--- config.mk ---
export PLATFORM = sky130hd
export DESIGN_NAME = abacus_top
export DESIGN_NICKNAME = d
export VERILOG_FILES = /design/src/rtl/abacus_pkg.sv /design/src/rtl/abacus_top.sv /design/src/rtl/abacus_wb_regs.sv /design/src/rtl/instruction_profiler.sv /design/src/rtl/stall_profiler.sv
export VERILOG_INCLUDE_DIRS = /design/src /design/src/include
export SDC_FILE = /design/constraint.sdc
export NUM_CORES = 2
export LEC_CHECK = 0
export BUFFER_PORTS_ARGS = -buffer_cell sky130_fd_sc_hd__buf_2
export CAP_MARGIN = 20
export CORE_UTILIZATION = 45
export CTS_CLUSTER_DIAMETER = 50
export DETAILED_ROUTE_END_ITERATION = 8
export GPL_TIMING_DRIVEN = 0
export PLACE_DENSITY = 0.65
export SLEW_MARGIN = 20
export SYNTH_ARGS = -nofsm -noshare
export SYNTH_HDL_FRONTEND = slang
export SYNTH_HIERARCHICAL = 1
export SYNTH_SLANG_ARGS = --single-unit
--- constraint.sdc ---
create_clock -name clk -period 9.5 [get_ports clk]
set_input_delay 0.475 -clock clk [delete_from_list [all_inputs] [get_ports clk]]
set_output_delay 0.475 -clock clk [all_outputs]
set_load 0.02 [all_outputs]
--- src/include/abacus_defines.svh ---
`ifndef ABACUS_DEFINES_SVH
`define ABACUS_DEFINES_SVH

// Bus and counter width
`define ABACUS_DATA_W 32

// Base of the register block on the Wishbone bus
`define ABACUS_BASE_ADDR 32'hF003_0000

// Enable register offsets from the base
`define ABACUS_IPROF_EN_OFS 32'h0000_0004
`define ABACUS_STALL_EN_OFS 32'h0000_000C

// Counter window offsets, one word per counter
`define ABACUS_IPROF_BASE_OFS 32'h0000_0100
`define ABACUS_STALL_BASE_OFS 32'h0000_0300

// Counters per profiler
`define ABACUS_IPROF_NUM 11
`define ABACUS_STALL_NUM 9

// Word index within a counter window
`define ABACUS_IDX_W 4

`endif

--- src/rtl/abacus_pkg.sv ---
`include "abacus_defines.svh"

package abacus_pkg;

	// One RV32 instruction word seen as R-type or I-type
	typedef union packed
	{
		struct packed
		{
			logic [6:0] funct7;
			logic [4:0] rs2;
			logic [4:0] rs1;
			logic [2:0] funct3;
			logic [4:0] rd;
			logic [6:0] opcode;
		} r;
		struct packed
		{
			logic [11:0] imm12;
			logic [4:0] rs1;
			logic [2:0] funct3;
			logic [4:0] rd;
			logic [6:0] opcode;
		} i;
	} rv_instr_u;

	typedef enum logic [6:0]
	{
		OPC_LOAD   = 7'b0000011,
		OPC_STORE  = 7'b0100011,
		OPC_OP     = 7'b0110011,
		OPC_OP_IMM = 7'b0010011,
		OPC_BRANCH = 7'b1100011,
		OPC_JAL    = 7'b1101111,
		OPC_JALR   = 7'b1100111,
		OPC_SYSTEM = 7'b1110011,
		OPC_AMO    = 7'b0101111
	} rv_opcode_e;

	// Class order matches the counter address order
	typedef enum logic [`ABACUS_IDX_W-1:0]
	{
		CLS_LOAD_WORD, CLS_STORE_WORD, CLS_ADD, CLS_SUB, CLS_LOGICAL, CLS_SHIFT,
		CLS_COMPARE, CLS_BRANCH, CLS_JUMP, CLS_SYS_PRIV, CLS_ATOMIC
	} iprof_class_e;

	typedef logic [`ABACUS_DATA_W-1:0] counter_t;

endpackage

--- src/rtl/abacus_top.sv ---
`timescale 1ns/1ps
`include "abacus_defines.svh"

module abacus_top
	import abacus_pkg::*;
(
	input  logic                      clk,
	input  logic                      rst,

	input  logic                      wb_cyc_i,
	input  logic                      wb_stb_i,
	input  logic                      wb_we_i,
	input  logic [`ABACUS_DATA_W-1:0] wb_adr_i,
	input  logic [`ABACUS_DATA_W-1:0] wb_dat_i,
	output logic [`ABACUS_DATA_W-1:0] wb_dat_o,
	output logic                      wb_ack_o,

	input  rv_instr_u                 instr_i,
	input  logic                      instr_issued_i,

	input  logic                      branch_mispredict_i,
	input  logic                      ras_mispredict_i,
	input  logic                      issue_no_instr_i,
	input  logic                      issue_no_id_i,
	input  logic                      issue_flush_i,
	input  logic                      issue_unit_busy_i,
	input  logic                      issue_operands_not_ready_i,
	input  logic                      issue_hold_i,
	input  logic                      issue_multi_source_i
);

	logic                    iprof_en;
	logic                    stall_en;
	logic [`ABACUS_IDX_W-1:0] rd_idx;
	counter_t                iprof_rd_data;
	counter_t                stall_rd_data;

	abacus_wb_regs u_wb_regs
	(
		.clk(clk), .rst(rst),
		.wb_cyc_i(wb_cyc_i), .wb_stb_i(wb_stb_i), .wb_we_i(wb_we_i),
		.wb_adr_i(wb_adr_i), .wb_dat_i(wb_dat_i),
		.iprof_rd_data_i(iprof_rd_data), .stall_rd_data_i(stall_rd_data),
		.wb_dat_o(wb_dat_o), .wb_ack_o(wb_ack_o),
		.iprof_en_o(iprof_en), .stall_en_o(stall_en), .rd_idx_o(rd_idx)
	);

	instruction_profiler u_iprof
	(
		.clk(clk), .rst(rst), .en_i(iprof_en),
		.instr_i(instr_i), .instr_issued_i(instr_issued_i),
		.rd_idx_i(rd_idx), .rd_data_o(iprof_rd_data)
	);

	stall_profiler u_stall
	(
		.clk(clk), .rst(rst), .en_i(stall_en),
		.branch_mispredict_i(branch_mispredict_i), .ras_mispredict_i(ras_mispredict_i),
		.issue_no_instr_i(issue_no_instr_i), .issue_no_id_i(issue_no_id_i),
		.issue_flush_i(issue_flush_i), .issue_unit_busy_i(issue_unit_busy_i),
		.issue_operands_not_ready_i(issue_operands_not_ready_i),
		.issue_hold_i(issue_hold_i), .issue_multi_source_i(issue_multi_source_i),
		.rd_idx_i(rd_idx), .rd_data_o(stall_rd_data)
	);

endmodule

--- src/rtl/abacus_wb_regs.sv ---
`timescale 1ns/1ps
`include "abacus_defines.svh"

module abacus_wb_regs
	import abacus_pkg::*;
(
	input  logic                      clk,
	input  logic                      rst,
	input  logic                      wb_cyc_i,
	input  logic                      wb_stb_i,
	input  logic                      wb_we_i,
	input  logic [`ABACUS_DATA_W-1:0] wb_adr_i,
	input  logic [`ABACUS_DATA_W-1:0] wb_dat_i,
	input  counter_t                  iprof_rd_data_i,
	input  counter_t                  stall_rd_data_i,
	output logic [`ABACUS_DATA_W-1:0] wb_dat_o,
	output logic                      wb_ack_o,
	output logic                      iprof_en_o,
	output logic                      stall_en_o,
	output logic [`ABACUS_IDX_W-1:0]  rd_idx_o
);

	logic [`ABACUS_DATA_W-1:0] iprof_en_q;
	logic [`ABACUS_DATA_W-1:0] stall_en_q;
	logic [`ABACUS_DATA_W-1:0] ofs;
	logic [`ABACUS_DATA_W-1:0] iprof_ofs;
	logic [`ABACUS_DATA_W-1:0] stall_ofs;
	logic                      iprof_hit;
	logic                      stall_hit;
	logic                      req;

	assign req = wb_cyc_i & wb_stb_i;

	// Offsets wrap below their base, so one compare covers both ends of a window
	assign ofs       = wb_adr_i - `ABACUS_BASE_ADDR;
	assign iprof_ofs = ofs - `ABACUS_IPROF_BASE_OFS;
	assign stall_ofs = ofs - `ABACUS_STALL_BASE_OFS;
	assign iprof_hit = (iprof_ofs[1:0] == 2'b00) && (iprof_ofs[31:2] < `ABACUS_IPROF_NUM);
	assign stall_hit = (stall_ofs[1:0] == 2'b00) && (stall_ofs[31:2] < `ABACUS_STALL_NUM);

	// Word index shared by both profilers
	assign rd_idx_o = iprof_hit ? iprof_ofs[`ABACUS_IDX_W+1:2] : stall_ofs[`ABACUS_IDX_W+1:2];

	assign iprof_en_o = iprof_en_q[0];
	assign stall_en_o = stall_en_q[0];

	always_ff @(posedge clk or posedge rst)
	begin
		if (rst)
		begin
			wb_ack_o   <= 1'b0;
			iprof_en_q <= '0;
			stall_en_q <= '0;
		end
		else
		begin
			// A held request is answered every other cycle
			wb_ack_o <= req & ~wb_ack_o;
			if (req && wb_we_i && !wb_ack_o)
			begin
				if (ofs == `ABACUS_IPROF_EN_OFS)
					iprof_en_q <= wb_dat_i;
				else if (ofs == `ABACUS_STALL_EN_OFS)
					stall_en_q <= wb_dat_i;
			end
		end
	end

	// Read data follows the address and unmapped words read zero
	always_comb
	begin
		wb_dat_o = '0;
		if (req && !wb_we_i)
		begin
			if (ofs == `ABACUS_IPROF_EN_OFS)
				wb_dat_o = iprof_en_q;
			else if (ofs == `ABACUS_STALL_EN_OFS)
				wb_dat_o = stall_en_q;
			else if (iprof_hit)
				wb_dat_o = iprof_rd_data_i;
			else if (stall_hit)
				wb_dat_o = stall_rd_data_i;
		end
	end

	// The master keeps a request up until it is acknowledged
	req_held_until_ack: assert property (@(posedge clk) disable iff (rst)
		req && !wb_ack_o |=> req);

endmodule

--- src/rtl/instruction_profiler.sv ---
`timescale 1ns/1ps
`include "abacus_defines.svh"

module instruction_profiler
	import abacus_pkg::*;
(
	input  logic                     clk,
	input  logic                     rst,
	input  logic                     en_i,
	input  rv_instr_u                instr_i,
	input  logic                     instr_issued_i,
	input  logic [`ABACUS_IDX_W-1:0] rd_idx_i,
	output counter_t                 rd_data_o
);

	// SYSTEM immediates that count as privileged
	localparam logic [11:0] IMM_ECALL  = 12'h000;
	localparam logic [11:0] IMM_EBREAK = 12'h001;
	localparam logic [11:0] IMM_MRET   = 12'h302;
	localparam logic [11:0] IMM_WFI    = 12'h105;

	logic [6:0]                   opcode;
	logic [2:0]                   funct3;
	logic [6:0]                   funct7;
	logic [11:0]                  imm12;
	logic                         is_op;
	logic                         is_op_imm;
	logic                         alu;
	logic                         priv_imm;
	logic [`ABACUS_IPROF_NUM-1:0] class_hit;
	counter_t                     cnt [`ABACUS_IPROF_NUM];

	assign opcode = instr_i.r.opcode;
	assign funct3 = instr_i.r.funct3;
	assign funct7 = instr_i.r.funct7;
	assign imm12  = instr_i.i.imm12;

	assign is_op     = (opcode == OPC_OP);
	assign is_op_imm = (opcode == OPC_OP_IMM);

	// Multiply and divide share OP, keep them out of the ALU classes
	assign alu = is_op_imm || (is_op && funct7 != 7'h01);

	assign priv_imm = (imm12 == IMM_ECALL) || (imm12 == IMM_EBREAK) ||
		(imm12 == IMM_MRET) || (imm12 == IMM_WFI);

	always_comb
	begin
		class_hit = '0;
		class_hit[CLS_LOAD_WORD]  = (opcode == OPC_LOAD) && (funct3 == 3'd2);
		class_hit[CLS_STORE_WORD] = (opcode == OPC_STORE) && (funct3 == 3'd2);
		class_hit[CLS_ADD]        = (funct3 == 3'd0) &&
			((is_op && funct7 == 7'h00) || is_op_imm);
		class_hit[CLS_SUB]        = is_op && (funct3 == 3'd0) && (funct7 == 7'h20);
		class_hit[CLS_LOGICAL]    = alu && (funct3 == 3'd4 || funct3 == 3'd6 || funct3 == 3'd7);
		class_hit[CLS_SHIFT]      = alu && (funct3 == 3'd1 || funct3 == 3'd5);
		class_hit[CLS_COMPARE]    = alu && (funct3 == 3'd2 || funct3 == 3'd3);
		class_hit[CLS_BRANCH]     = (opcode == OPC_BRANCH);
		class_hit[CLS_JUMP]       = (opcode == OPC_JAL) || (opcode == OPC_JALR);
		class_hit[CLS_SYS_PRIV]   = (opcode == OPC_SYSTEM) && (funct3 == 3'd0) && priv_imm;
		class_hit[CLS_ATOMIC]     = (opcode == OPC_AMO);
	end

	always_ff @(posedge clk or posedge rst)
	begin
		if (rst)
		begin
			for (int i = 0; i < `ABACUS_IPROF_NUM; i++)
				cnt[i] <= '0;
		end
		else if (en_i && instr_issued_i)
		begin
			// Counters wrap freely
			for (int i = 0; i < `ABACUS_IPROF_NUM; i++)
				if (class_hit[i])
					cnt[i] <= cnt[i] + 1'b1;
		end
	end

	assign rd_data_o = (rd_idx_i < `ABACUS_IPROF_NUM) ? cnt[rd_idx_i] : '0;

	class_exclusive: assert property (@(posedge clk) disable iff (rst)
		instr_issued_i |-> $onehot0(class_hit));

endmodule

--- src/rtl/stall_profiler.sv ---
`timescale 1ns/1ps
`include "abacus_defines.svh"

module stall_profiler
	import abacus_pkg::*;
(
	input  logic                     clk,
	input  logic                     rst,
	input  logic                     en_i,
	input  logic                     branch_mispredict_i,
	input  logic                     ras_mispredict_i,
	input  logic                     issue_no_instr_i,
	input  logic                     issue_no_id_i,
	input  logic                     issue_flush_i,
	input  logic                     issue_unit_busy_i,
	input  logic                     issue_operands_not_ready_i,
	input  logic                     issue_hold_i,
	input  logic                     issue_multi_source_i,
	input  logic [`ABACUS_IDX_W-1:0] rd_idx_i,
	output counter_t                 rd_data_o
);

	logic [`ABACUS_STALL_NUM-1:0] ev;
	counter_t                     cnt [`ABACUS_STALL_NUM];

	// Bit order is the counter address order, branch mispredict at index 0
	assign ev = {issue_multi_source_i, issue_hold_i, issue_operands_not_ready_i,
		issue_unit_busy_i, issue_flush_i, issue_no_id_i, issue_no_instr_i,
		ras_mispredict_i, branch_mispredict_i};

	always_ff @(posedge clk or posedge rst)
	begin
		if (rst)
		begin
			for (int i = 0; i < `ABACUS_STALL_NUM; i++)
				cnt[i] <= '0;
		end
		else if (en_i)
		begin
			for (int i = 0; i < `ABACUS_STALL_NUM; i++)
				if (ev[i])
					cnt[i] <= cnt[i] + 1'b1;
		end
	end

	assign rd_data_o = (rd_idx_i < `ABACUS_STALL_NUM) ? cnt[rd_idx_i] : '0;

endmodule

==> Word-level counts from Yosys, hierarchy flattened <==
Cells that the tools add are included.
{ "word_totals": {"reg_bits": 705, "input_bits": 111, "output_inout_bits": 33, "word_cells": 150} }
{ "classes": {"n_addsub": 23, "order_cmp": 5, "eq_ne": 23, "mux": 14, "bitwise": 5, "n_reduce_logical": 57} }
{ "ops": {"columns": ["operator", "count"], "rows": [
  ["$add A32 B1 Y32 const B", 20],
  ["$mux W32", 11],
  ["$bmux W32 S4", 2],
  ["$lt A30 B4 Y1 const B", 2],
  ["$reduce_and A2 Y1", 21],
  ["$eq A32 B3 Y1 const B", 1],
  ["$eq A32 B4 Y1 const B", 1],
  ["$sub A32 B10 Y32 const B", 1],
  ["$sub A32 B32 Y32 const B", 1],
  ["$sub A32 B9 Y32 const B", 1],
  ["$eq A7 B6 Y1 const B", 4],
  ["$eq A7 B7 Y1 const B", 4],
  ["$logic_and A1 B1 Y1", 18],
  ["$eq A12 B1 Y1 const B", 1],
  ["$eq A12 B10 Y1 const B", 1],
  ["$eq A12 B9 Y1 const B", 1],
  ["$eq A3 B3 Y1 const B", 4],
  ["$logic_not A12 Y1", 1],
  ["$logic_or A1 B1 Y1", 10],
  ["$lt A4 B4 Y1 const B", 2],
  ["$eq A7 B2 Y1 const B", 1],
  ["$eq A7 B5 Y1 const B", 1],
  ["$logic_not A7 Y1", 1],
  ["$ne A7 B1 Y1 const B", 1],
  ["other kinds (11)", 16]
]} }

==> Longest topological paths before layout <==
{ "logic_depth": {"word_depth": 15, "mapped_depth": 12, "mapped_depth_nobuf": 10} }

==> By module <==
The synthesis kept the hierarchy.
{ "by_module_without_submodules": {"columns": ["mod", "instances", "cells_per_inst", "area_each_um2", "seq_area_each_um2"], "rows": [
  ["instruction_profiler", 1, 1742, 18931.9, 8808.4],
  ["stall_profiler", 1, 1371, 14856.7, 7206.9],
  ["abacus_wb_regs", 1, 506, 4835.9, 1626.6]
]} }

==> Worst setup path before layout <==
No wires, ideal clock.
{ "synth_path": {"kind": "input to output", "start": "input port wb_adr_i[20]", "end": "output port wb_dat_o[30]", "arrival_time_ps": 3236, "required_time_ps": 9025, "path_slack_ps": 5789, "path_stages": 11, "path_buffers": 2, "path_cell_list": "buf_2 -> nor4_4 -> nand2_1 -> o32a_1 -> a21boi_1 -> nand2_1 -> a211o_1 -> nor4_4 -> buf_6 -> nand2_1 -> a21oi_1"} }
{ "synth_via": {"elab_chain_cells": 15, "word_cells_on_any_way": 26, "classes_between": "add/sub (3); order compare (4); eq/ne (2); mux (14); bitwise (1); reduce/logical (2)"} }
{ "synth_lines": {"columns": ["element", "line_no", "source"], "rows": [
  ["start: declaration", "abacus_top.sv:13", "input logic [`ABACUS_DATA_W-1:0] wb_adr_i,"],
  ["$sub A32 B32 Y32 (no line) (*)", null, null],
  ["$sub A32 B9 Y32 (no line)", null, null],
  ["$lt A30 B4 Y1 (no line)", null, null],
  ["$logic_and A1 B1 Y1", "abacus_wb_regs.sv:38", "assign iprof_hit = (iprof_ofs[1:0] == 2'b00) && (iprof_ofs[31:2] < `ABACUS_IPROF_NUM);"],
  ["$mux W4", "abacus_wb_regs.sv:42", "assign rd_idx_o = iprof_hit ? iprof_ofs[`ABACUS_IDX_W+1:2] : stall_ofs[`ABACUS_IDX_W+1:2];"],
  ["$not A4 Y5 (implied by the code)", "instruction_profiler.sv:80, stall_profiler.sv:46", null],
  ["$bmux W32 S4", "stall_profiler.sv:46", "assign rd_data_o = (rd_idx_i < `ABACUS_STALL_NUM) ? cnt[rd_idx_i] : '0;"],
  ["$mux W32 (implied by the code) (2 in series)", "stall_profiler.sv:46", null],
  ["$mux W32", "stall_profiler.sv:46", null],
  ["$mux W32", "abacus_wb_regs.sv:81", "else if (stall_hit)"],
  ["$mux W32", "abacus_wb_regs.sv:79", "else if (iprof_hit)"],
  ["$mux W32", "abacus_wb_regs.sv:77", "else if (ofs == `ABACUS_STALL_EN_OFS)"],
  ["$mux W32 (*)", "abacus_wb_regs.sv:75", "if (ofs == `ABACUS_IPROF_EN_OFS)"],
  ["$mux W32 (*)", "abacus_wb_regs.sv:73", "if (req && !wb_we_i)"],
  ["end: declaration", "abacus_top.sv:15", "output logic [`ABACUS_DATA_W-1:0] wb_dat_o,"]
]} }
Every way passes the cells marked *; elsewhere a longest branch is shown, timed or not. The select of a mux whose other input is x is not followed.

==> Worst setup path after layout <==
{ "layout_path": {"start": "input port wb_adr_i[17]", "end": "output port wb_dat_o[12]"} }
The elaborated chain is that of the path after synthesis.

==> run metrics <==
status finished, final reports clean; RSZ-0062 raised after global routing false; total power draw 0.007077 W; Synth Area in Adders less than 1%; Switching Share 23.18%; relative slew slack 12.50%; Clock Tree Buf Depth 3; Gate power share 4.5%; Clock Pin Slew Worst Setup and Hold Paths 50 ps; sequential power share 42.5%; vias in the first global route approximately 29000; Finished Cell Area 0.04450 mm²; most common cell after layout, fill and taps aside dfrtp_1; net switching power 0.001640 W; WL/cell roughly 22 µm; IO buf count 128; clk_skew 24.56 ps; final WL 111.1 mm; Final Hold Viols 0; RR Startpoint u_wb_regs/iprof_en_q[0]; min Tclk post-route 5129 ps; register area share after synthesis 45.68%; Post-Synthesis Cells between 3000 and 4000; placed cell area just over 0.04 mm²; H-Tree Depth 3; GRT Residual Overflow 0; Layout Nets roughly 4000; Cell Int Power around 0.0054 W; CTS Root Cell clkbuf_16; DP Worst Slack 4550 ps; yosys warns 6; Pre-antenna DRT Iters 6; vias per inst approximately 5.8; largest net degree at the start of global routing 101; fin crit share between 50 and 60%; Crit Path Max Fanout 10; Req. time, crit path between 9000 and 10000 ps; Synth Area in Compound Gates 4.794%; Hold Path Sink u_wb_regs/stall_en_q[5]; startpoint types primary input; Die Area 0.08701 mm²; Row Count 107; CTS tree yes; R2R Path End u_iprof/cnt[157]; ys async rst share 100.0%; Post-synth top flop dfrtp_1; Post-DP HPWL about 85 mm; Distinct cells, synth 84; Slew @ Worst Pin 1300 ps; FF-to-FF setup slack 6400 ps; Starting Density 45.36%; via count between 20000 and 30000; 1st-iter DRT viols 2437; clock sink total 705; number of enable flip-flop cells after synthesis 0; Layout area overhead 15.22%; critical path class primary input to output pin; clock latency on the worst-skew pair 640 ps; core box area 0.08515 mm²; first-pass GRT wire length 170.9 mm; leading cell types in the layout, fill and taps excluded dfrtp_1 (705), xnor2_1 (438), nand2_1 (324); fin. max-slew vios 0; CP Capture Type output pin; Fillers 7583; class of the worst hold path primary input to flip-flop; TritonCTS buffer count 95; layout cells sized above 1 15.63%; Syn Nets 3751; Max Freq 195.0 MHz; endpoints failing setup 0; routability cong. 0.9391; Worst Path Arrival 4650 ps; worst setup margin 4371 ps; post-synthesis simple-gate area fraction about a fifth; clock power share 53.0%; pwr dens about 160 mW/mm²; Die Wd 295.0 µm; chip height 295.0 µm; hold path startpoint wb_dat_i[5]; mean post-synth cell area 10.67 µm²; main combinational cell family by area after synthesis simple AND/OR/NAND/NOR gates; mux cell area share after synthesis 11.81%; Post-Synth XOR/XNOR Area 14.40%; post-cts sizing count 0; initial antenna violation count 15; Max Cap Viol 0; DRC 0; R2R depth 7; Yosys reg bits between 700 and 800; Final ANT Viol Nets 0; gr usage total 25.61%; # IOs around 140; Leakage 19.82 nW; Max VDD drop 139.5 µV; post-synthesis cell area just under 0.04 mm²; Hold Path Cell Cnt 2; postcts setup bufs 0
-- registers in the layout, summed over array words and instances, names as in the netlist --
name,count
u_stall/cnt,288
u_iprof/cnt,352
u_wb_regs/wb_ack_o,1
u_wb_regs/iprof_en_q,32
u_wb_regs/stall_en_q,32
-- synthesized netlist by cell type, types with 4 or more instances --
master      n  area [µm²]
nor2b_1    10       62.56
o21ai_0     6       30.03
o31ai_1    35       262.8
mux2_1     34       382.9
ha_1       21       262.8
and3_1     92       575.6
buf_4       4       30.03
or4_1       7       52.55
buf_6      10       112.6
inv_1      55       206.5
xor2_1    197        1725
and4_1     66       578.1
buf_1      13       48.80
nand2_1   324        1216
nor3b_1     4       30.03
or4_4       4       45.04
nand3b_1    4       30.03
dfrtp_1   705       17640
mux2i_1    69       690.7
nand3_1   238        1191
and4b_1     4       40.04
o21ai_1    34       170.2
nor2_1    241       904.6
nor4_1     41       256.5
nor3_1     89       445.4
mux4_2     94        2117
or3_1      13       81.33
a32oi_1    32       280.3
nand4_1   208        1301
mux2_2     77       867.1
a211oi_1    4       30.03
nor4_2      8       100.1
or2_2       6       37.54
clkbuf_1   97       364.1
and2_1     20       125.1
a21oi_1    71       355.3
nand2b_1   40       250.2
o22ai_1    63       394.1
nor4_4      5       106.4
xnor2_1   438        3836
buf_2      35       175.2
mux2_4     30       450.4
a31oi_1     4       25.02
nand4_2     5       62.56
-- final cells by class --
type	count	area (µm²)	share of cell area (%)
diodes	3	7.507	0.01687
plain buffers	159	730.7	1.642
clock buffers	125	2640	5.932
clock inverters	52	713.2	1.603
inverters	57	230.2	0.5173
multi-input cells	2698	20080	45.11
flip-flops and latches	705	17640	39.64
well taps	1144	1431	3.216
repair buffers	145	1031	2.317
-- kinds of logic (layout without fill, tap and decap cells) --
| logic type | after synthesis | count (layout) |
|---|---|---|
| AND/OR/NAND/NOR | 1457 | 1457 |
| flip-flops | 705 | 705 |
| XOR/XNOR | 635 | 635 |
| multiplexers | 306 | 306 |
| AO/OA/AOI/OAI | 279 | 279 |
| buffers and inverters | 216 | 538 |
| adder cells (fa/ha/maj) | 21 | 21 |
| other | 0 | 3 |
-- metrics by stage --
step           cells  hold slack [ps]  util [%]  TNS, ps
3_5_place_dp    4907            458.3     48.30        0
6_report        5088            62.12     52.26        0
4_1_cts         5085            35.54     52.25        0
5_1_grt         5085            55.25     52.26        0
3_3_place_gp    4891            451.4     47.80  -715860
2_1_floorplan   3619            436.2         -        0
-- routing by layer --
layer  part of all wire (%)  wire length [µm]  GRT usage (%)
met3                    8.9              9896          6.864
met5                  0.079                88              0
met4                    2.2              2429          6.402
met2                     43             48140          37.48
met1                     45             50510          37.50
-- worst max-delay path, stage by stage --
cell      delay [ps]
buf_2            160
ha_1             160
buf_2            210
inv_1            140
or3_1            410
or3_1            340
nor3_1           570
a31oi_1          150
o21ai_1          680
clkbuf_1         410
a32oi_1          170
a21oi_1          490
buf_2            270
-- worst max path at each step --
stage	start	endpoint	slack, ps
after CTS	wb_adr_i[16]	wb_dat_o[17]	4540
after global routing	wb_adr_i[16]	wb_dat_o[9]	4220
final	wb_adr_i[17]	wb_dat_o[12]	4370
after global placement	rst	u_stall/cnt[119]	-2540
after floorplan	rst	u_stall/cnt[0]	1080
after detailed placement	wb_adr_i[16]	wb_dat_o[17]	4550
-- power by group through the flow --
stage | Clock, W | Sequential, W | Combinational (W)
finish | 0.00375 | 0.00301 | 0.000320
global route | 0.00394 | 0.00300 | 0.000349
global placement | 0 | 0.00306 | 0.000298
CTS | 0.00381 | 0.00300 | 0.000322
detailed placement | 0 | 0.00306 | 0.000321
floorplan | 0 | 0.00306 | 0.000187
-- timing repair --
item | in CTS | in global routing
endpoints found under the setup margin | 0 | 0
hold endpoints to repair | 31 | 0
hold buffers | 1 | 0
No activity file was read; power rests on OpenSTA's default activity.
